===== src/lsu_wait_timer.sv =====
// memory wait-state timer
`timescale 1ns/10ps

module lsu_wait_timer #(
    parameter int WAIT_CYCLES = 2
) (
    input  logic clk,
    input  logic i_rst_n,
    input  logic i_start,
    output logic o_done
);

    localparam int CNT_W = (WAIT_CYCLES > 0) ? $clog2(WAIT_CYCLES + 1) : 1;

    logic [CNT_W-1:0] cnt_q;
    logic             busy_q;

    // loaded on start, counts down to zero, then done for one cycle
    always_ff @(posedge clk) begin
        if (!i_rst_n) begin
            busy_q <= 1'b0;
            cnt_q  <= '0;
        end else if (i_start) begin
            busy_q <= 1'b1;
            cnt_q  <= CNT_W'(WAIT_CYCLES);
        end else if (busy_q) begin
            if (cnt_q == '0) begin
                busy_q <= 1'b0;
            end else begin
                cnt_q <= cnt_q - 1'b1;
            end
        end
    end

    // WAIT_CYCLES+1 cycles after start
    assign o_done = busy_q && (cnt_q == '0);

endmodule


===== config.mk =====
export PLATFORM = sky130hd
export DESIGN_NAME = lsu_wait_timer
export DESIGN_NICKNAME = d
export VERILOG_FILES = /design/src/lsu_wait_timer.sv
export SDC_FILE = /design/constraint.sdc
export NUM_CORES = 1
export LEC_CHECK = 0
export ABC_AREA = 1
export BUFFER_PORTS_ARGS = -buffer_cell sky130_fd_sc_hd__buf_2
export CORE_AREA = 10 10 47 49
export CTS_CLUSTER_SIZE = 12
export DETAILED_ROUTE_END_ITERATION = 10
export DIE_AREA = 0 0 57 59
export PLACE_DENSITY_LB_ADDON = 0.12
export SLEW_MARGIN = 25
export SYNTH_ARGS = -nofsm -noshare
export SYNTH_HDL_FRONTEND = slang
export SYNTH_SLANG_ARGS = --single-unit

===== constraint.sdc =====
create_clock -name clk -period 1.5 [get_ports clk]
set_input_delay 0.15 -clock clk [delete_from_list [all_inputs] [get_ports clk]]
set_output_delay 0.15 -clock clk [all_outputs]
set_load 0.05 [all_outputs]

After elaboration in Yosys (flattened, before gate mapping)

Index checks and enable logic that the tools add are counted.

ROM bits: 0
Output and inout bits: 1
Register bits: 3
Latch bits: 0
Memory bits (writable): 0
Logic and storage cells: 19
Memories: 0

Add/sub/neg operators: 1
$lt $le $gt $ge: 0
Equal/unequal tests: 1
Muxes and demuxes: 6
Divide/modulo/power cells: 0
Bitwise gates (word level): 2
Multiply operators: 0
Shift-type cells: 0
Reductions and logical operators: 6

Operators with widths:

| operator              | number |
|---|---|
| $mux W2               | 3 |
| $reduce_and A2 Y1     | 2 |
| $mux W1               | 3 |
| $logic_not A2 Y1      | 1 |
| $ne A2 B2 Y1 const B  | 1 |
| $not A1 Y1            | 2 |
| $reduce_bool A2 Y1    | 1 |
| $reduce_or A2 Y1      | 1 |
| $sub A2 B1 Y2 const B | 1 |
| $logic_and A1 B1 Y1   | 1 |

Logic depth before layout (Yosys ltp)

Depth in word-level cells: 4
Depth in mapped cells: 4
Mapped depth without buffers: 4

Worst setup path after synthesis

No wires, ideal clock.

Path type: register -> output
From: register cnt_q[0]
To: output port o_done
Stages on the path, launching flop included: 4
Slack: 300 ps
Arrival: 1,050 ps
Cell sequence: dfxtp_1 -> inv_1 -> nand2_1 -> nor2_1

Word-level cells in the longest chain between the ends: 2

Ends and longest elaborated chain:

| element                | line | source |
|---|---|---|
| start, declared        | 15   | `logic [CNT_W-1:0] cnt_q;` |
| start signal, assigned | 25   | `cnt_q <= CNT_W'(WAIT_CYCLES);` |
| start signal, assigned | 30   | `cnt_q <= cnt_q - 1'b1;` |
| $logic_not A2 Y1       | 36   | `assign o_done = busy_q && (cnt_q == '0);` |
| $logic_and A1 B1 Y1    | 36   |  |
| end, declared          | 10   | `output logic o_done` |

Every way passes these cells.

Worst setup path in the final report

Ends and elaborated chain as after synthesis.

==> reports/results.ini <==
[placed_design]
buffer_ports.inserted=3
gpl.final_weighted_congestion=0.676
detailedPlace.worstSlack_ns=0.567

[layout]
layout.nets=28
fin_util_pct=13.0
syn_to_final_growth_pct=50.5
nFillCells=180
antenna_fix_cells=0
proportion_of_layout_cells_with_a_drive_suffix_above_1_pct=29.2

[cts]
numCtsBuffers=3
ctsRootBufferMaster=clkbuf_4
cts-hold-fix-buffers=0
post_cts.repair.setup_buffers=0
numClockSinks=3
clock_tree.htree_level_count=1
tritoncts=done
clock_insertion_delay_at_the_later_pin_of_the_skew_report_ns=0.23
cts_resized=0
clkTransAtPathRegs_ns=0.04
clock_tree.buffer_depth=2

[timing]
grt_setup_unrepaired=false
layout_min_cycle_time_ns=1.16
slew-limit-headroom_pct=83.2
worstMarginPinSlew_ns=0.253
finalCritPeriodShare_pct=77.4
post-route-worst-setup-slack_ns=0.339
finalMaxSlewViolations=0
tns_ns=0
timing.fmax_mhz=862
fin_worst_skew_ns=0.00561
finalSetupViolCount=0
final_hold_violation_count=0

[yosys]
yosysSeqAreaShare_pct=49.5
yosysTopAreaCellShare_pct=49.5
synth_cell_types=7
syn_avg_cell_area_sq_um=7.14
synthDominantAreaCellType=dfxtp_1
post_synth_main_area_contributors=dfxtp_1, nand2_1, inv_1
ys_ff_latch=3
syn-num-nets=20
ys_warn_count=0
synthesis.area_sq_um=121
netlist_instances=17

[drt]
route.detailed.vias_per_inst=3.18
first_pass_iters=1
routedWlPerCell_um=7.40
ant_nets=0
drt_wl_total_um=296
detail_route.drc_violations=0
drt_first_iter_violations=0
via_count=127

[worst_hold_path]
holdCritPathClass=input port to flop

[global_route]
largest_net_degree_at_the_start_of_global_routing=4
top_usage_layer=met4
vias_in_the_first_global_route=145
grt_first_pass_wirelength_um=524
global_route_track_usage_on_met2_pct=3.41
groute.layer.met1.usage_pct=1.18
grt.met3_usage_pct=2.36
grt_overflow=0
track_usage_pct=2.50
grt_antenna_before_repair=0

[run_status]
run_status=finished clean

[worst_setup_path]
end_kind=primary output
critical_path_required_ns=1.35
critPathKind=flop to primary output
crit_buf_inv=2
cp_cell_sequence=inv_1 -> nand2_1 -> nor2_1 -> buf_2
crit_path_max_fanout=2
critical-path-top-delay-family=buffers and inverters
crit_path_start_kind=flop
critical-path-max-stage-delay_ns=0.30
worst-endpoint-arrival_ns=1.01
critical-path-slowest-cell=dfxtp_1

[floorplanning]
core_region_area_sq_um=1400
dieHeight_um=59
floorplan.initialDensity_pct=8.66
die-area_sq_um=3360
std_cell_rows=14
pin_count=4
die-width_um=57

[power_and_ir_drop]
p_total_mw=0.254
worst_ir_drop_on_vdd_mv=0.241
powerDensity_nw_per_um2=1390
total_leakage_power_nw=0.0896

[run]
cap_viol_max_count=0

==> area by class of cell <==
| type | instances | area (sq um) | area share [%] |
|---|---|---|---|
| multi-input combinational | 10 | 46.3 | 25.3 |
| sequential | 3 | 60.1 | 32.9 |
| inverter | 4 | 15.0 | 8.22 |
| timing repair buffer | 3 | 15.0 | 8.22 |
| tap | 16 | 20.0 | 11.0 |
| clock buffer | 4 | 26.3 | 14.4 |
==> cells in the mapped netlist <==
cell     instances
dfxtp_1          3
a21oi_1          1
nand3_1          2
a21oi_2          1
nor2_1           1
nand2_1          5
inv_1            4
==> cell families after synthesis <==
logic type	Yosys count	synth area share, %
and+or+nand+nor	8	26.8
buffers and inverters	4	12.4
DFF	3	49.5
AOI/OAI and AO/OA	2	11.3
==> routing by layer <==
metal / routed length, um / vias up
met5: 0 / -
met4: 4 / 0
met2: 182 / 2
li1: - / 65
met1: 80 / 58
met3: 28 / 2
==> flip-flops by register name, summed over array words and instances (netlist names) <==
signal	flops
busy_q	1
cnt_q	2
==> through the flow <==
stage	cells	area (sq um)	hold WS, ns
floorplan	17	121	0.248
global placement	36	156	0.383
detailed placement	36	156	0.382
CTS	40	183	0.145
global route	40	183	0.149
finish	40	183	0.144
==> power by group <==
| part | leakage (nW) | internal [mW] | switching [mW] |
|---|---|---|---|
| sequential | 0.0248 | 0.0845 | 0.00290 |
| clock | 0.0150 | 0.0998 | 0.0436 |
| combinational | 0.0498 | 0.00768 | 0.0151 |
| total | 0.0896 | 0.192 | 0.0616 |
==> path summary, 6_finish.rpt <==
path	startpoint	end	slack [ns]	cells past startpoint
max	cnt_q[0]$_SDFFE_PP0P_	o_done	0.34	4
min	i_rst_n	busy_q$_SDFF_PN0_	0.14	3
max reg2reg	busy_q$_SDFF_PN0_	busy_q$_SDFF_PN0_	0.82	4
min reg2reg	cnt_q[0]$_SDFFE_PP0P_	cnt_q[0]$_SDFFE_PP0P_	0.46	2
==> worst register-to-register path: stages (launching register included) <==
cell,delay (ns)
dfxtp_1,0.32
nand2_1,0.09
nand3_1,0.08
nand2_1,0.06
inv_1,0.04
==> placed cells by master, fill, tap and decap left out <==
cell / netlist / final
nand2_1: 5 / 5
inv_1: 4 / 4
dfxtp_1: 3 / 3
clkbuf_4: 0 / 3
buf_2: 0 / 3
nand3_1: 2 / 2
a21oi_2: 1 / 1
a21oi_1: 1 / 1
nor2_1: 1 / 1
clkbuf_1: 0 / 1
Power figures use the tool's default switching activity.
