[src/lsu_skid_buffer.sv]
// two-entry valid/ready buffer
`timescale 1ns/10ps

module lsu_skid_buffer #(
    parameter type payload_t = logic [31:0]
) (
    input  logic     clk,
    input  logic     i_rst_n,
    // upstream side
    input  logic     i_valid,
    input  payload_t i_data,
    output logic     o_ready,
    // downstream side
    output logic     o_valid,
    output payload_t o_data,
    input  logic     i_ready
);

    // second entry, only filled while the output entry is stalled
    payload_t skid_q;
    logic     skid_vld_q;

    logic     push;
    logic     pop;
    logic     main_vld_n;
    logic     skid_vld_n;
    logic     main_load;

    assign push = i_valid && o_ready;
    assign pop  = o_valid && i_ready;

    // output entry may take new data when empty or leaving this cycle
    assign main_load = !o_valid || pop;

    always_comb begin
        main_vld_n = o_valid;
        skid_vld_n = skid_vld_q;
        if (skid_vld_q) begin
            // ready is low here, so no push; skid moves forward on pop
            if (pop) begin
                skid_vld_n = 1'b0;
            end
        end else if (main_load) begin
            main_vld_n = push;
        end else if (push) begin
            skid_vld_n = 1'b1;
        end
    end

    // ready is a flop, low in reset and high while the skid entry is free
    always_ff @(posedge clk) begin
        if (!i_rst_n) begin
            o_valid    <= 1'b0;
            skid_vld_q <= 1'b0;
            o_ready    <= 1'b0;
        end else begin
            o_valid    <= main_vld_n;
            skid_vld_q <= skid_vld_n;
            o_ready    <= !skid_vld_n;
        end
    end

    always_ff @(posedge clk) begin
        if (skid_vld_q) begin
            if (pop) begin
                o_data <= skid_q;
            end
        end else if (main_load) begin
            if (push) begin
                o_data <= i_data;
            end
        end else if (push) begin
            skid_q <= i_data;
        end
    end

endmodule

[config.mk]
export PLATFORM = sky130hd
export DESIGN_NAME = lsu_skid_buffer
export DESIGN_NICKNAME = d
export VERILOG_FILES = /design/src/lsu_skid_buffer.sv
export SDC_FILE = /design/constraint.sdc
export NUM_CORES = 1
export LEC_CHECK = 0
export ABC_AREA = 1
export BUFFER_PORTS_ARGS = -buffer_cell sky130_fd_sc_hd__buf_2
export CORE_MARGIN = 10
export CORE_UTILIZATION = 35
export DETAILED_ROUTE_END_ITERATION = 8
export GPL_TIMING_DRIVEN = 1
export SLEW_MARGIN = 40
export SYNTH_ARGS = -nofsm -noshare
export SYNTH_HDL_FRONTEND = slang
export SYNTH_SLANG_ARGS = --single-unit
[constraint.sdc]
create_clock -name clk -period 6.9 [get_ports clk]
set_input_delay 0.69 -clock clk [delete_from_list [all_inputs] [get_ports clk]]
set_output_delay 0.69 -clock clk [all_outputs]
set_load 0.02 [all_outputs]
=== Word-level counts from Yosys, hierarchy flattened ===
Cells that the tools add are included.

* Equality and inequality tests: 1
* Magnitude comparators: 0
* Multiplexer cells: 8
* Shifts and indexed selects: 0
* $mul: 0
* Bitwise logic cells: 2
* Div/mod/pow operators: 0
* Reduce and logical (&&, ||, !) cells: 10
* Add/sub/neg operators: 0

{| class="wikitable"
|+ Operator list
! kind !! number
|-
| $mux 32 || 4
|-
| $reduce_and 3->1 || 2
|-
| $mux 1 || 4
|-
| $reduce_bool 2->1 || 2
|-
| $logic_and 1x1->1 || 2
|-
| $logic_not 1->1 || 2
|-
| $ne 2x1->1 const B || 1
|-
| $not 1->1 || 2
|-
| $reduce_and 2->1 || 1
|-
| $logic_or 1x1->1 || 1
|}

* RAM bits: 0
* Memory bits (read-only): 0
* Word-level logic and storage cells: 26
* Bits of input ports: 36
* Register bits after elaboration: 67
* Memories: 0
* Bits in latches: 0

=== Logic depth before layout (Yosys ltp) ===
Gate-level depths: netlist of the first run.

* Depth after elaboration: 5
* Mapped depth: 5
* Depth with buffers taken out: 5

=== Worst setup path before layout of the first run ===
OpenSTA, ideal clock, no wires.

* Kind: input port to flip-flop
* Start point: input i_ready
* End point: register skid_q[0] in the netlist's numbering (enable)
* Library setup time: 0.461 ns
* Buffers on the path: 0
* Stages: 3
* Setup slack: 3.416 ns
* Arrival time: 3.022 ns
* Cells stage by stage: inv_1 nand2_1 nor3_1

* Word-level cells in the longest chain between the ends: 4

{| class="wikitable"
|+ RTL lines
! element !! line !! text
|-
| start: declaration || 16 || <nowiki>input logic i_ready</nowiki>
|-
| $logic_and 1x1->1 || 30 || <nowiki>assign pop = o_valid && i_ready;</nowiki>
|-
| $logic_or 1x1->1 || 33 || <nowiki>assign main_load = !o_valid || pop;</nowiki>
|-
| $not 1->1 (no source line) || -- ||
|-
| $reduce_and 3->1 (no source line) || -- ||
|-
| end signal: assignment || 73 || <nowiki>skid_q <= i_data;</nowiki>
|-
| end: declaration || 20 || <nowiki>payload_t skid_q;</nowiki>
|}

No other way between the ends.
A chain may end at the register's enable or synchronous reset.

=== Worst setup path after layout of the first run ===
* Start point: register skid_vld_q
* End point: register o_data[7] in the netlist's numbering (enable)

* Word-level cells in the longest chain between the ends: 2

{| class="wikitable"
|+ RTL lines
! element !! line !! text
|-
| start: declaration || 21 || <nowiki>logic skid_vld_q;</nowiki>
|-
| start signal: assignment || 58 || <nowiki>skid_vld_q <= skid_vld_n;</nowiki>
|-
| $ne 2x1->1 (no source line) / $reduce_bool 2->1 (equally long branches) || -- ||
|-
| $reduce_and 3->1 (no source line) * || -- ||
|-
| end signal: assignment || 66 || <nowiki>o_data <= skid_q;</nowiki>
|-
| end signal: assignment || 70 || <nowiki>o_data <= i_data;</nowiki>
|-
| end: declaration || 15 || <nowiki>output payload_t o_data,</nowiki>
|}

Mark *: on every way between the ends. The rest lies on a longest branch, timed or not.

==> results of run 1 <==
-- power by group through the flow --
| stage | sequential, uW | combinational [uW] | clock, uW |
|---|---|---|---|
| 6_report | 464 | 57.2 | 268 |
| 5_1_grt | 465 | 63.6 | 291 |
| 4_1_cts | 464 | 58.8 | 275 |
| 3_5_place_dp | 473 | 58.8 | 0 |
| 3_3_place_gp | 473 | 55.0 | 0 |
| 2_1_floorplan | 487 | 15.8 | 0 |
-- per-layer routing --
layer / part of all wire, % / vias to the layer above / wire (um) / track usage [%]
met5: 0 / - / 0 / 0
met2: 48 / 54 / 2332 / 14.46
met3: 7.1 / 4 / 347 / 3.841
met1: 44 / 688 / 2145 / 10.34
met4: 1.1 / 0 / 55 / 4.175
li1: - / 777 / - / -
-- cell families after synthesis --
logic type	after synthesis	synth area share (%)
AOI/OAI and AO/OA	3	0.6037
buffers and inverters	11	3.422
and+or+nand+nor	106	16.26
DFF	67	79.72
-- path summary, 6_finish.rpt --
| kind | endpoint | slack, ns | cells after the start |
|---|---|---|---|
| max | o_data[7] | 4.92 | 3 |
| min | o_data[29] | 0.52 | 2 |
| max reg2reg | o_data[7] | 4.92 | 3 |
| min reg2reg | o_data[29] | 0.52 | 2 |
-- registers in the layout, summed over array words and instances, names as in the netlist --
register and count:
o_ready 1, o_valid 1, skid_vld_q 1, o_data 32
skid_q 32
-- per-stage QoR --
step	std cells	setup slack [ns]	hold WS [ns]	power, uW
after floorplan	187	3.416	0.4905	502.3
final	363	4.918	0.5213	788.8
after detailed placement	347	4.645	0.5047	531.7
after global placement	346	4.402	0.5000	527.8
after CTS	363	4.872	0.5218	797.8
after global routing	363	4.735	0.5360	820.1
-- worst max-delay path: stages, from the launching register on --
cell and delay [ns]:
dfxtp_2 0.82, a21oi_1 0.20, nor2_4 0.44, buf_16 0.22
-- cell usage after synthesis --
cell type and number:
nand2_2 2, buf_4 3, nor2_1 2, nor3_1 1
inv_4 1, buf_6 4, edfxtp_1 64, a21oi_1 3
dfxtp_1 3, nand2_1 101, inv_1 3
-- layout make-up --
type	count	share of cell area [%]
Clock buffer	11	4.237
Sequential cell	67	63.96
Clock inverter	5	0.9685
Timing Repair Buffer	71	12.27
Multi-Input combinational cell	109	14.12
Tap cell	96	3.874
Inverter	4	0.5650
==> flow_results.org, run 1 <==
** Routing
- For this run, design rule violations remaining after detail routing come to 0.
- Initial drt markers :: 75
- Iteration count of the initial detailed-routing pass :: 4
- Via Count :: 1,523
- Routed Wire Length :: 4.880 mm
- Number of routed nets with antenna violations :: 0
- WL/cell :: 13.44 um
- Per-cell via count in the routed design :: 4.196

** Power and ir drop
- In this run the power spent charging and discharging nets is 178.8 uW.
- Clock Power Share :: 33.9%
- Logic pwr share :: 7.3%
- Summed over all cells, the static leakage comes to 0.001295 uW.
- Power share of the sequential group :: 58.8%
- Across the VDD grid, the largest voltage drop is 0.1185 mV.
- Net switching share of the total power :: 22.67%
- The internal power of the cells totals 610.0 uW.
- Ratio of total power to cell area :: 254.4 nW/um2

** Synth
- Synthesis produced 187 cells.
- The number of nets in the synthesized netlist is 223.
- Number of library cell types mapped by synthesis :: 11
- Yosys printed 0 warnings.
- Flip-flop and latch count after synthesis :: 67
- Combined area of all synthesized cells :: 2486 um2
- Top area cells in the synthesized netlist :: edfxtp_1 (77%), nand2_1 (15%), dfxtp_1 (2.4%)
- The average instance in the mapped netlist occupies 13.29 um2.
- The share of the Yosys chip area taken by registers is 79.72%.
- Cell type with the highest aggregate area in the netlist :: edfxtp_1
- The synthesized design devotes to its leading area cell type 77.30% of total area.

** Clocking
- After clock tree synthesis, the flow added hold-fix buffers numbering 0.
- Root Buffer :: clkbuf_8
- Count of cells resized by post-cts repair :: 0
- Once the clock tree was built, the setup fixing pass inserted 0 buffers.
- The clock passes through at most 2 buffers.
- CTS Buf Count :: 9
- Clock-pin transition on the worst setup and hold timing paths :: 0.07 ns
- Clock latency on the worst-skew pair, taken at its later pin, is 0.33 ns.
- CTS Sinks :: 67
- CTS tree :: built
- Maximum level of the CTS H-tree :: 3

** Place
- Final weighted congestion of routability-driven global placement :: 0.6513
- Port Buffer Count :: 69
- HPWL after DPL :: 3.471 mm
- Placed cell areas :: 2939 um2

** Timing
- Total setup violations reported at the end of the flow :: 0
- Minimum clock period :: 1.982 ns
- For the final routed database, the setup TNS stands at 0 ns.
- Measured against its own limit, the worst slew margin works out to 49.93%.
- The number of max-slew violations in the final report came to 0.
- Post-route clock period utilization :: 28.72%
- Clock skew on the completed layout was measured at 0.006925 ns.
- Measured slew at the worst slew-check pin :: 0.7511 ns
- Maximum operating frequency :: 504.7 MHz
- Setup repair after global routing left no endpoint under its margin.
- The hold violation count in the final report is 0.

** Finish
- The library cells used most frequently in the layout, excluding fill and tap cells, are nand2_1 (101), buf_2 (69), edfxtp_1 (64).
- Summing all multi-input logic gate instances after layout gives 437.9 um2.
- Of the cells placed in the final design, the portion with a size suffix greater than 1 is 34.08%.
- The final layout contains 298 nets.
- Final Cell Area :: 3100 um2
- The library cell used most frequently in the layout, excluding fill and tap cells, is nand2_1.
- Fraction of the core area covered by cells at the end of the flow :: 45.38%
- Antenna Cells :: 0
- Registers take 1983 um2.
- Counting the fill cells in the layout gives 656.
- Area delta synth->final :: 24.71%

** Global routing
- The number of global-route vias before repair was 1,629.
- Global-route wire length before repair :: 7.838 mm
- Global-route total usage across every layer :: 9.090%
- Number of antenna violations at the first check in global routing :: 0
- Summed over all layers, the global routing overflow is 0.
- Pin count of the biggest net entering global routing :: 37

** Floorplanning
- Die area :: 10,870 um2
- Vertical die dimension :: 104.3 um
- The total area inside the core boundary comes to 6832 um2.
- The initialized floorplan defines 30 standard-cell rows.
- Measured along the x axis, the die boundary spans 104.3 um.
- For this design the top-level I/O count stands at 70.
- Effective utilization at floorplan :: 36.39%

** Setup path
- Reg-to-reg startpoint :: skid_vld_q
- Category of the critical setup timing path :: reg2reg
- Worst Path Arrival :: 2.01 ns
- Data on the critical path is required at its endpoint by 6.93 ns.
- STA classifies the critical path endpoint as a flop.
- Of all nets on the critical path, the largest fanout is 36.
- The critical path starts at skid_vld_q.
- Worst setup SP type :: flop

** Job
- Number of maximum-capacitance constraint violations :: 0

** Outcome
- Outcome :: finished clean

** Worst hold path
- The worst hold path belongs to the class reg2reg.
- The startpoint identified for the worst hold timing path is skid_q[29].
Note: power is estimated with default switching activity, not from simulation.
==> run 2: changes to the inputs <==
Clock period 6.9 ns to 1.7 ns, I/O delays scaled along.
==> run 2 against run 1 <==
Clock skew up 0.0027 ns. Sequential share of layout area down 0.83 points. Worst setup slack lost 4.5 ns. Largest power group unchanged. Cell area is 1.6% higher. Register-to-register slack lost 4.5 ns. Clock power grew to 4.6 times the previous value. Total power rose to 4.2 times the previous value. Die area unchanged. Sequential cell count unchanged. Non-clock buffer count grew 4. Maximum frequency rose by 50%.
==> flow_results.org, run 2 (same netlist as run 1, synthesis figures left out) <==
** Global routing
- The total global routing track utilization was 9.337% (+0.25 points).
- The overflow left after global routing is 0 (unchanged).
- The pin count of the biggest net entering global routing came to 34 (-8.1%).
- Number of antenna violations at the first check in global routing :: 0 (unchanged)
- The global-route wire length before repair is 7.976 mm (+1.8%).
- Via count of the first global-routing pass :: 1,592 (-2.3%)

** Finish
- Area delta synth->final :: 26.67%
- The number of antenna repair diodes came to 0 (unchanged).
- Sequential cell area :: 1988 um2 (+0.25%)
- Fillcell total :: 633 (-3.5%)
- The final net count was 302 (+1.3%).
- The layout cell share with drive strength beyond 1 is 36.16% (+2.1 points).
- Most frequent cells in the layout :: nand2_1 (99), buf_2 (69), edfxtp_1 (64)
- Area of the multi-input gates :: 447.9 um2 (+2.3%)
- The library cell used most frequently in the layout, excluding fill and tap cells, is nand2_1.
- The largest registers in the layout are o_data (32), skid_q (32).

** Floorplanning
- The initial core utilization came to 36.39% (unchanged).
- The width of the die is 104.3 um (unchanged).
- The site row count came to 30 (unchanged).
- Core box area :: 6832 um2 (unchanged)
- Die area :: 10,870 um2 (unchanged)
- The I/O pin count was 70 (unchanged).
- The vertical extent of the die is 104.3 um (unchanged).

** Setup path
- Kind of end point of the critical path :: flop
- The delay of the slowest critical-path stage was 0.48 ns (-0.34 ns).
- Worst Path Arrival :: 1.40 ns (-0.61 ns)
- Data required time at the worst endpoint :: 1.78 ns (-5.15 ns)
- R2R setup slack :: 0.38 ns (-4.54 ns)
- The critical-path maximum fanout is 33 (-8.3%).
- Traced cell by cell, the critical path runs through buf_4 > inv_4 > nand2_1 > nand2_1.
- Among the stages of the critical path, the cell type that occurs most often is nand2_1.
- The worst setup path is launched from a flop.
- For this design, the slowest cell found on the critical path is dfxtp_2.
- The critical path is of the reg2reg type.

** Routing
- The number of DRC markers in iteration 0 is 90 (+20%).
- Via Count :: 1,563 (+2.6%)
- WL/cell :: 13.93 um (+3.6%)
- The detailed-routing iteration count for the pre-antenna-repair pass came to 4 (unchanged).
- The total DRC errors in the routed layout was 0 (unchanged).
- Per-cell via count in the routed design :: 4.259 (+1.5%)
- Routed Wire Length :: 5.113 mm (+4.8%)
- Number of routed nets with antenna violations :: 0 (unchanged)

** Clocking
- Clock-pin transition on the worst setup and hold timing paths :: 0.07 ns (about the same)
- In this run the clock root is driven by a clkbuf_8.
- The clock tree buffer depth came to 2 (unchanged).
- Count of cells resized by post-cts repair :: 0 (unchanged)
- Clk Latency, worst-skew pair :: 0.33 ns (about the same)
- The number of post-CTS setup repair buffers was 0 (unchanged).
- The post-cts hold buffer count was 0 (unchanged).
- The CTS sink count was 67 (unchanged).
- The level count of the clock H-tree is 3 (unchanged).
- TritonCTS built the clock tree.
- CTS Buf Count :: 9 (unchanged)

** Place
- The post-detailed-placement half-perimeter wirelength is 3.646 mm (+5.0%).
- Port Buffer Count :: 69 (unchanged)
- Final weighted congestion of routability-driven global placement :: 0.6770 (+3.9%)

** Timing
- Setup repair after global routing left no endpoint under its margin.
- Worst setup skew after layout :: 0.009642 ns (+0.002716 ns)
- Final Hold Viols :: 0 (unchanged)
- Relative max-transition margin :: 77.91% (+28 points)
- Post-route clock period utilization :: 77.83% (+49 points)
- The maximum achievable frequency is 755.8 MHz (+50%).
- Measured slew at the worst slew-check pin :: 0.3313 ns (-0.4198 ns)
- Count of final max-slew check failures :: 0 (unchanged)
- The final-report setup violation count came to 0 (unchanged).
- The worst hold slack after final layout is 0.02743 ns (-0.4939 ns).
- The time the final worst path needs with I/O delays and setup came to 1.323 ns (-0.6585 ns).
- The sum of negative setup slack came to 0 ns (unchanged).

** Outcome
- The run finished with clean final reports.

** Power and ir drop
- Ratio of total power to cell area :: 1064 nW/um2 (+320%)
- Leakage power figure :: 0.001324 uW (+2.2%)
- Worst vdd rail ir drop :: 0.5328 mV (+350%)

** Worst hold path
- Hold/Removal Path Class :: in2reg

** Job
- The number of max-cap violations was 0 (unchanged).
-- run 2: cell types whose count changed in the layout (fill, tap and decap cells not counted), moves of 2 or more --
cell,delta
dfxtp_1,-2
nand2_1,-2
clkinv_2,-2
buf_4,+5
-- run 2: through the flow --
step	power (uW)	cells	setup slack [ns]	utilization, %	area (um2)
finish	3350	367	0.3769	46.10	3149
global route	3482	367	0.2590	46.10	3149
CTS	3394	367	0.3378	46.10	3149
detailed placement	2159	351	0.3473	43.39	2964
global placement	2154	351	0.3890	43.39	2964
floorplan	2043	187	0.008046	-	2520
-- run 2: cell type report --
| class | count | share of cell area [%] |
|---|---|---|
| flip-flops and latches | 67 | 63.13 |
| multi-input cells | 109 | 14.22 |
| repair buffers | 75 | 12.40 |
| clock buffers | 11 | 4.172 |
| well taps | 96 | 3.814 |
| clock inverters | 5 | 1.708 |
| inverters | 4 | 0.5562 |
-- run 2: final timing paths --
check,start,depth (start not counted),to
max,skid_vld_q,4,o_data[21]
min,i_data[14],1,skid_q[14]
max reg2reg,skid_vld_q,4,o_data[21]
min reg2reg,skid_q[11],2,o_data[11]
-- run 2: power by group --
group | leakage (uW) | switching, uW | internal (uW)
clock | 0.0000870 | 563 | 671
sequential | 0.000614 | 15.0 | 1870
combinational | 0.000623 | 150 | 82.9
-- run 2: routing by layer --
layer / GRT usage [%] / share of wire, %
met4: 3.877 / 0.94
met1: 10.35 / 45
met3: 4.213 / 6.1
met2: 15.17 / 48
met5: 0 / 0
-- run 2: worst max-delay path: cells and delay by family (launching register included) --
family                 cells  cell delay [ns]
DFF                        1             0.48
and+or+nand+nor            2             0.15
buffers and inverters      2             0.44
