### config.mk
export PLATFORM = sky130hd
export DESIGN_NAME = lsu_ctrl_fsm
export DESIGN_NICKNAME = d
export VERILOG_FILES = /design/src/lsu_pkg.sv /design/src/lsu_ctrl_fsm.sv
export SDC_FILE = /design/constraint.sdc
export NUM_CORES = 1
export LEC_CHECK = 0
export CAP_MARGIN = 25
export CORE_MARGIN = 4
export CORE_UTILIZATION = 41
export CTS_BUF_LIST = sky130_fd_sc_hd__clkbuf_16
export DETAILED_ROUTE_END_ITERATION = 10
export DONT_BUFFER_PORTS = 1
export GPL_ROUTABILITY_DRIVEN = 0
export PLACE_DENSITY = 0.53
export SYNTH_ARGS = -nofsm -noshare
export SYNTH_HDL_FRONTEND = slang
export SYNTH_SLANG_ARGS = --single-unit
### constraint.sdc
create_clock -name clk -period 6.6 [get_ports clk]
set_input_delay 0.66 -clock clk [delete_from_list [all_inputs] [get_ports clk]]
set_output_delay 0.66 -clock clk [all_outputs]
set_load 0.01 [all_outputs]
### src/lsu_pkg.sv
// load/store unit shared types
// widths, access sizes and channel payloads

package lsu_pkg;

    // data word width in bits
    localparam int XLEN = 32;

    // byte address width in bits
    localparam int ADDR_W = 32;

    // access size of one request
    typedef enum logic [1:0] {
        SIZE_BYTE = 2'd0,
        SIZE_HALF = 2'd1,
        SIZE_WORD = 2'd2
    } access_size_e;

    // request from the outside
    // wdata is taken from its low lanes for byte and half stores
    typedef struct packed {
        // 1 = store, 0 = load
        logic              is_store;
        access_size_e      size;
        // loads only, sign extend the byte or half
        logic              sign_ext;
        logic [ADDR_W-1:0] addr;
        logic [XLEN-1:0]   wdata;
    } mem_req_t;

    // response, one per request and in request order
    typedef struct packed {
        // load result, zero on stores and on faults
        logic [XLEN-1:0] rdata;
        // misaligned access, memory left untouched
        logic            fault;
    } mem_rsp_t;

endpackage

### src/lsu_ctrl_fsm.sv
// load/store sequencing FSM
`timescale 1ns/10ps

module lsu_ctrl_fsm (
    input  logic                     clk,
    input  logic                     i_rst_n,
    // request buffer head
    input  logic                     i_req_valid,
    input  lsu_pkg::mem_req_t        i_req,
    output logic                     o_req_ready,
    // held request and aligner status
    output lsu_pkg::mem_req_t        o_held_req,
    input  logic                     i_misaligned,
    input  logic [lsu_pkg::XLEN-1:0] i_load_data,
    // memory and timer
    output logic                     o_mem_en,
    output logic                     o_mem_we,
    output logic                     o_timer_start,
    input  logic                     i_timer_done,
    output logic                     o_capture,
    // response buffer
    output logic                     o_rsp_valid,
    output lsu_pkg::mem_rsp_t        o_rsp,
    input  logic                     i_rsp_ready
);

    typedef enum logic [1:0] {
        ST_IDLE    = 2'd0,
        ST_READ    = 2'd1,
        ST_WRITE   = 2'd2,
        ST_RESPOND = 2'd3
    } state_e;

    state_e state_q;
    state_e state_n;
    // a request sits in the held register, waiting for dispatch
    logic   held_vld_q;
    logic   mem_en_q;
    logic   mem_we_q;
    logic   accept;
    logic   word_store;

    assign accept     = i_req_valid && o_req_ready;
    assign word_store = o_held_req.is_store && (o_held_req.size == lsu_pkg::SIZE_WORD);

    // one request at a time, pop only when idle and empty
    assign o_req_ready = (state_q == ST_IDLE) && !held_vld_q;

    always_comb begin
        state_n = state_q;
        case (state_q)
            ST_IDLE: begin
                // misaligned check needs the held request, so dispatch a cycle later
                if (held_vld_q) begin
                    if (i_misaligned) begin
                        state_n = ST_RESPOND;
                    end else if (word_store) begin
                        state_n = ST_WRITE;
                    end else begin
                        // loads, and the read half of byte/half stores
                        state_n = ST_READ;
                    end
                end
            end
            ST_READ: begin
                if (i_timer_done) begin
                    state_n = o_held_req.is_store ? ST_WRITE : ST_RESPOND;
                end
            end
            ST_WRITE: begin
                if (i_timer_done) begin
                    state_n = ST_RESPOND;
                end
            end
            ST_RESPOND: begin
                if (i_rsp_ready) begin
                    state_n = ST_IDLE;
                end
            end
            default: begin
                state_n = ST_IDLE;
            end
        endcase
    end

    always_ff @(posedge clk) begin
        if (!i_rst_n) begin
            state_q    <= ST_IDLE;
            held_vld_q <= 1'b0;
            mem_en_q   <= 1'b0;
            mem_we_q   <= 1'b0;
        end else begin
            state_q <= state_n;
            if (accept) begin
                held_vld_q <= 1'b1;
            end else if (state_q == ST_IDLE && held_vld_q) begin
                held_vld_q <= 1'b0;
            end
            // one enable pulse in the first cycle of each access state
            mem_en_q <= (state_n == ST_READ || state_n == ST_WRITE) && (state_n != state_q);
            mem_we_q <= (state_n == ST_WRITE) && (state_q != ST_WRITE);
        end
    end

    always_ff @(posedge clk) begin
        if (accept) begin
            o_held_req <= i_req;
        end
    end

    assign o_mem_en      = mem_en_q;
    assign o_mem_we      = mem_we_q;
    // timer runs alongside every memory access
    assign o_timer_start = mem_en_q;
    // old word is taken when the read completes
    assign o_capture     = (state_q == ST_READ) && i_timer_done;

    assign o_rsp_valid = (state_q == ST_RESPOND);
    assign o_rsp.fault = i_misaligned;
    // data only for a good load
    assign o_rsp.rdata = (i_misaligned || o_held_req.is_store) ? '0 : i_load_data;

endmodule

## Yosys cells after proc, flatten, opt, wreduce, memory -nomap -nowiden

Index checks and enable logic that the tools add are counted.

| cells by class | value |
|---|---|
| equality and inequality tests | 8 |
| multiplexer cells | 11 |
| reductions and logical operators | 12 |

Operators by type and width:

| kind | number |
|---|---|
| 32-bit two-way mux | 1 |
| 2-bit two-way mux | 6 |
| 2-bit equality test (second input constant) | 4 |
| 2-bit case mux with 4 select lines | 1 |
| 1-bit logical AND | 7 |
| 2-bit by 1-bit equality test with 1-bit output (second input constant) | 2 |
| 1-bit two-way mux | 3 |
| 2-bit logical NOT | 1 |
| 1-bit logical OR | 2 |
| 2-bit inequality test | 1 |
| 2-bit inequality test (second input constant) | 1 |
| 2-bit nonzero test | 1 |
| 1-bit logical NOT | 1 |

| word-level totals | value |
|---|---|
| flip-flop bits (word level) | 73 |
| input bits | 106 |
| output and inout port bits | 107 |
| logic and storage cells | 40 |

## Logic depth before layout (Yosys ltp)

Gate-level depths: netlist (run 1).

| logic depth | value |
|---|---|
| depth in word-level cells | 9 |
| gate-level depth with buffers | 7 |
| depth with buffers taken out | 6 |

## Worst setup path before layout (run 1)

No wires, ideal clock.

| path | value |
|---|---|
| path type | register to register |
| start | register state_q[0] |
| end | register o_held_req[0] (netlist name) (enable) |
| library setup time | 0.422 ns |
| arrival time | 2.272 ns |
| required time | 6.178 ns |
| path slack | 3.906 ns |
| stages on the path, launching flop included | 5 |
| buffers on the path | 1 |
| period minus slack after synthesis | 2.694 ns |
| path through | dfxtp_1 buf_2 nor3_1 nand2_1 inv_1 |

| between the ends | value |
|---|---|
| word-level cells in the longest chain between the ends | 3 |

Ends and longest elaborated chain:

| element | line | source |
|---|---|---|
| from (decl) | lsu_ctrl_fsm.sv:34 | `state_e state_q;` |
| from (signal assigned) | lsu_ctrl_fsm.sv:93 | `state_q <= state_n;` |
| 2-bit logical NOT | lsu_ctrl_fsm.sv:47 | `assign o_req_ready = (state_q == ST_IDLE) && !held_vld_q;` |
| 1-bit logical AND | lsu_ctrl_fsm.sv:47 |  |
| named net o_req_ready | lsu_ctrl_fsm.sv:10 | `output logic o_req_ready,` |
| 1-bit logical AND | lsu_ctrl_fsm.sv:43 | `assign accept = i_req_valid && o_req_ready;` |
| named net accept | lsu_ctrl_fsm.sv:40 | `logic accept;` |
| to (signal assigned) | lsu_ctrl_fsm.sv:107 | `o_held_req <= i_req;` |
| to (decl) | lsu_ctrl_fsm.sv:12 | `output lsu_pkg::mem_req_t o_held_req,` |

The timed path passes the listed nets, and every way through them passes these cells.
A chain may end at the register's enable or synchronous reset.

==> impl_results.md, run 1 <==
* Status: finished clean
* Grt met1 use at between 10% and 20%
* DP Worst Slack at ~4000 ps
* Max IR drop VDD at between 150 and 200 µV
* WHS at 432 ps
* Synth Area in XOR/XNOR at 0%
* Clock transition at path regs at 60 ps
* CP max FO at 32
* GR peak layer: met2
* Fillers at approximately 520
* Placed instance area at between 2000 and 3000 µm²
* # H-tree levels at 3
* Final setup viols at 0
* Site Rows at 28
* Design area at a little under 3000 µm²
* Leakage at approximately 1.0 nW
* Initial core utilization at roughly 43%
* Kind of critical path: flop to output port
* WP data arrival at 1790 ps
* Routed len/inst at around 25 µm
* Post-Synth Adder-Cell Area at less than 1%
* Avg Cell Area, Syn at between 15 and 20 µm²
* CTS Hold Bufs at 0
* Post-synthesis mux area share at less than 1%
* Antenna violations before repair at 0
* Flip-flop and latch area at around 2100 µm²
* Syn_nets at around 250
* Via count at around 1,200
* First-pass GRT wire length at roughly 7600 µm
* HP Class: input port to flop
* Chip height at approximately 87 µm
* Vias per cell at roughly 5.3
* #FFs+latches synth at 73
* Clock Skew at around 4.3 ps
* Synth Cell Area at 2590 µm²
* WP data required at around 6000 ps
* Worst skew pair latency at 320 ps
* CTS Buf Count at 9
* Clk sinks at 73
* Pwr/cell area at 404 nW/µm²
* Setup TNS at 0 ps
* DIE AREA at between 7000 and 8000 µm²
* Multi-input combinational cell area at 403 µm²
* Max Slew Vio Count at 0
* Width of the die at about 90 µm
* Netlist cell types at 25
* Compound-gate portion of the synthesized area at 3.38%
* Area growth, synth to finish at 13.7%
* Simple-gate area share of the yosys netlist at 10.8%
* Cell count after synthesis at ~150
* RSZ-0062 raised after global routing: no
* Root Driver: clkbuf_16
* CTS max path bufs at 2
* CORE AREA at between 6000 and 7000 µm²
* Proportion of layout cells with a drive suffix above 1 at 10.3%
* Buffers added on ports at 0
* Hold violation total from the final report at 0
* All-Layer GR Usage at between 10% and 20%
* Vias in the first global route at roughly 1,300
* Remaining antenna violation count at 0
* Met3 GRT Util at 10.9%
* Period utilization at a little under two fifths
* # resized after CTS at 0
* DRC at 0
* Iteration-0 DRC Markers at between 50 and 60
* CP endpoint kind: output port
* Fmax at 409 MHz
* Fin nets at between 200 and 300
* GR Util met2 at between 20% and 30%
* Slew headroom at between 40% and 50%
* Critical path startpoint category: flop
* I/O pin count at about 210
* Main combinational cell family by area after synthesis: simple AND/OR/NAND/NOR gates
* Largest net degree at the start of global routing at 39
* Final min period at ~2400 ps
* Post-DP HPWL at 4560 µm
* Post-CTS Setup Bufs at 0
* Setup ws final at 4150 ps
* Congestion Overflow GR at 0
* Max cap viols at 0
* Inserted Diodes at 0
* Worst-Margin Slew at 809 ps
* First-pass DRT Iterations at 4
* CTS tree: built
* DRT Wirelength at 5770 µm
* Seq/Total Area, Yosys at roughly 83%
* Yosys warnings at 0
-- Yosys cell counts, drive strengths merged --
master / count / area share, %
o21a: 1 / 0.29
nand3b: 2 / 0.58
a2111oi: 1 / 0.58
mux2: 1 / 0.43
o21ai: 2 / 0.39
clkbuf: 3 / 0.43
a21oi: 3 / 0.58
inv: 3 / 0.43
nand3: 1 / 0.19
mux2i: 1 / 0.39
buf: 4 / 0.97
nor3b: 1 / 0.29
a22o: 1 / 0.34
o211ai: 2 / 0.58
nor2: 4 / 0.58
ha: 1 / 0.48
nand2: 5 / 0.72
o22ai: 1 / 0.24
and2: 33 / 8.0
nor2b: 1 / 0.24
nor3: 1 / 0.19
edfxtp: 68 / 79
a32o: 1 / 0.39
dfxtp: 5 / 3.9
-- report_power, final --
group          switching (mW)  internal (mW)
clock network           0.166          0.289
registers              0.0630          0.591
logic                  0.0602         0.0224
total                   0.289          0.902
-- area by class of cell --
type / instances / area share, %
repair buffers: 1 / 0.255
inverters: 3 / 0.382
multi-input cells: 63 / 13.7
well taps: 75 / 3.19
flip-flops and latches: 73 / 72.7
clock inverters: 7 / 2.12
clock buffers: 9 / 7.65
-- routing by layer --
layer | part of all wire [%] | wire (µm)
met5 | 0 | 0
met4 | 1.4 | 79
met1 | 34 | 1970
met3 | 13 | 734
met2 | 52 | 2980
-- worst paths after layout --
path	from	to	cells past startpoint	slack, ps
hold / removal	i_req[18]	o_held_req[18]	0	430
setup / recovery	o_held_req[67]	o_rsp[6]	2	4150
hold reg to reg	held_vld_q	held_vld_q	2	530
setup reg to reg	state_q[1]	o_held_req[44]	4	4200
-- per-stage QoR --
stage | util, % | std cells | power [mW]
after global placement | 44.1 | 215 | 0.746
after floorplan | - | 146 | 0.723
final | 48.9 | 231 | 1.19
after detailed placement | 44.1 | 215 | 0.748
after CTS | 48.8 | 231 | 1.21
after global routing | 48.9 | 231 | 1.25
-- kinds of logic after synthesis --
logic type	Yosys count
AO/OA/AOI/OAI	12
adder cells (fa/ha/maj)	1
buffers and inverters	10
flip-flops	73
multiplexers	2
AND/OR/NAND/NOR	48
-- cell usage in the layout (no fill, tap or decap), drive strengths merged --
cell type	instances
mux2	1
and2	33
clkinv	3
a21oi	3
o22ai	1
nor2b	1
nand2	5
buf	1
o21a	1
nor3b	1
clkbuf	9
dfxtp	5
bufinv	1
nand3b	2
edfxtp	68
ha	1
nand3	1
nor3	1
inv	6
nor2	4
a2111oi	1
o211ai	2
a32o	1
mux2i	1
o21ai	2
a22o	1
-- state kept, by name, summed over array words and instances (netlist names) --
register / count
o_held_req: 68
o_mem_en: 1
state_q: 2
held_vld_q: 1
o_mem_we: 1
-- critical path, stage by stage, from the launching register on --
cell      delay [ps]
edfxtp_1         490
nor2_2           660
and2_1           310
Note: power is estimated with default switching activity, not from simulation.
==> run 2, diff against run 1 <==
- PLACE_DENSITY: 0.53 -> 0.55
- clock period: 6.6 -> 2.23 ns (I/O delays scaled with it)
==> impl_results.md, run 2 (synthesis gave the netlist of run 1 again) <==
* WHS at 33.8 ps (was 432 ps)
* Leakage at 1.29 nW (was 1.01 nW)
* CORE AREA at 6030 µm² (unchanged)
* Pwr/cell area at 985 nW/µm² (was 404 nW/µm²)
* Site Rows at 28 (unchanged)
* CP endpoint kind: flop (was output port)
* Worst-Margin Slew at 434 ps (was 809 ps)
* Post-CTS Setup Bufs at 0 (unchanged)
* I/O pin count at 213 (unchanged)
* Util after Layout at 60.4% (was 48.9%)
* Antenna violations before repair at 0 (unchanged)
* First-pass DRT Iterations at 4 (unchanged)
* Setup TNS at 0 ps (unchanged)
* Met2 WL post-DR at 3490 µm (was 2980 µm)
* Width of the die at 87.5 µm (unchanged)
* CTS tree: built (unchanged)
* DRT Wirelength at 6850 µm (was 5770 µm)
* Clk sinks at 73 (unchanged)
* CTS max path bufs at 2 (unchanged)
* RSZ-0062 raised after global routing: no (unchanged)
* Fin nets at 328 (was 258)
* Vias in the first global route at 1,613 (was 1,290)
* Kind of critical path: flop to flop (was flop to output port)
* Final Non-Filler Cells at 301 (was 231)
* Clock transition at path regs at 50 ps (was 60 ps)
* Most frequent cells in the layout: dlygate4sd3_1 (68), edfxtp_1 (68), and2_1 (33), clkbuf_16 (9) (was edfxtp_1 (68), and2_1 (33), clkbuf_16 (9), nand2_1 (5), dfxtp_1 (5))
* WP data arrival at 2170 ps (was 1790 ps)
* Chip height at 87.5 µm (unchanged)
* Post-DP HPWL at 4560 µm (about the same)
* CTS Buf Count at 9 (unchanged)
* Reg with most FFs: o_held_req (unchanged)
* Biggest regs: o_held_req (68), state_q (2) (unchanged)
* Largest net degree at the start of global routing at 69 (was 39)
* Design area at 3640 µm² (was 2950 µm²)
* Clock Skew at 7.14 ps (was 4.29 ps)
* HP Class: input port to flop (unchanged)
* Period utilization at approximately 88%
* Final setup viols at 0 (unchanged)
* Worst r2r src: state_q[0] (was state_q[1])
* Area growth, synth to finish at 40.5% (was 13.7%)
* Max Slew Vio Count at 0 (unchanged)
* Fmax at 510 MHz
* Buffers added on ports at 0 (unchanged)
* Status: finished clean (unchanged)
* Initial core utilization at 43.0% (unchanged)
* Vias per cell at 5.18 (was 5.35)
* WP data required at 2430 ps (was 5940 ps)
* Placed instance area at 2690 µm² (was 2660 µm²)
* DR top layer: met4 (unchanged)
* Max IR drop VDD at 750 µV (was 186 µV)
* Max cap viols at 0 (unchanged)
* Iteration-0 DRC Markers at 53 (was 56)
* Inserted Diodes at 0 (unchanged)
* Final min period at 1960 ps
* Met3 wire len at 886 µm (was 734 µm)
* Slew headroom at 71.0% (was 46.0%)
* Remaining antenna violation count at 0 (unchanged)
* Placed Instances at 217 (was 215)
* Proportion of layout cells with a drive suffix above 1 at 8.41% (was 10.3%)
* All-Layer GR Usage at 16.7% (was 14.1%)
* Critical path startpoint category: flop (unchanged)
* Routed len/inst at 22.8 µm (was 25.0 µm)
* Congestion Overflow GR at 0 (unchanged)
* Via count at 1,560 (was 1,235)
* Root Driver: clkbuf_16 (unchanged)
* # resized after CTS at 0 (unchanged)
* Max FFs per register at 68 (unchanged)
* M1 WL at 2270 µm (was 1970 µm)
* Worst skew pair latency at 320 ps (about the same)
* Hold_sp: i_rst_n (was i_req[18])
* Hold violation total from the final report at 0 (unchanged)
* DRC at 0 (unchanged)
* DIE AREA at 7650 µm² (unchanged)
* Setup crit start: state_q[0] (was o_held_req[67])
* # H-tree levels at 3 (unchanged)
* CP max FO at 13 (was 32)
* First-pass GRT wire length at 9070 µm (was 7620 µm)
## run 2: changes by cell type in the layout (fill, tap and decap cells not counted), sizes merged
cell,previous run,this run
buf,1,3
bufinv,1,0
clkinv,3,2
clkinvlp,0,2
dlygate4sd3,0,68
## run 2: where the power goes
group          leakage (nW)  switching [mW]  internal, mW  total (mW)
Clock                 0.139           0.520         0.751        1.27
Combinational         0.463           0.210         0.165       0.376
Sequential            0.688           0.191          1.75        1.94
## run 2: layout make-up
type	instances	area, µm²
timing repair buffer	71	716
sequential	73	2140
multi-input combinational	63	400
clock inverter	7	46.3
clock buffer	9	225
inverter	3	15.0
tap	75	93.8
fill	451	2390
## run 2: worst max-delay path: stages, from the launching register on
cell       delay (ps)
dfxtp_1           550
mux2_1            400
nor2b_1           140
a22o_1            260
ha_1              280
a2111oi_2         220
## run 2: final timing paths
kind | slack (ps) | to | cells past startpoint
max | 270 | o_mem_en | 5
min | 30 | o_mem_we | 2
max reg2reg | 270 | o_mem_en | 5
min reg2reg | 570 | held_vld_q | 2
## run 2: what timing repair did
action                                  4_1_cts  5_1_grt
endpoints found under the hold margin        68        0
endpoints found under the setup margin        0        0
hold buffers                                 68        0
## run 2: through the flow
| stage | worst slack [ps] | power [mW] |
|---|---|---|
| floorplan | 78.8 | 2.14 |
| global placement | 399 | 2.23 |
| detailed placement | 290 | 2.24 |
| CTS | 278 | 3.60 |
| global route | 159 | 3.75 |
| finish | 268 | 3.58 |
## run 2: routing by layer
layer	GRT usage, %	up-vias
met3	10.2	17
met2	25.1	114
met4	9.07	0
li1	-	683
met5	0	-
met1	18.1	746
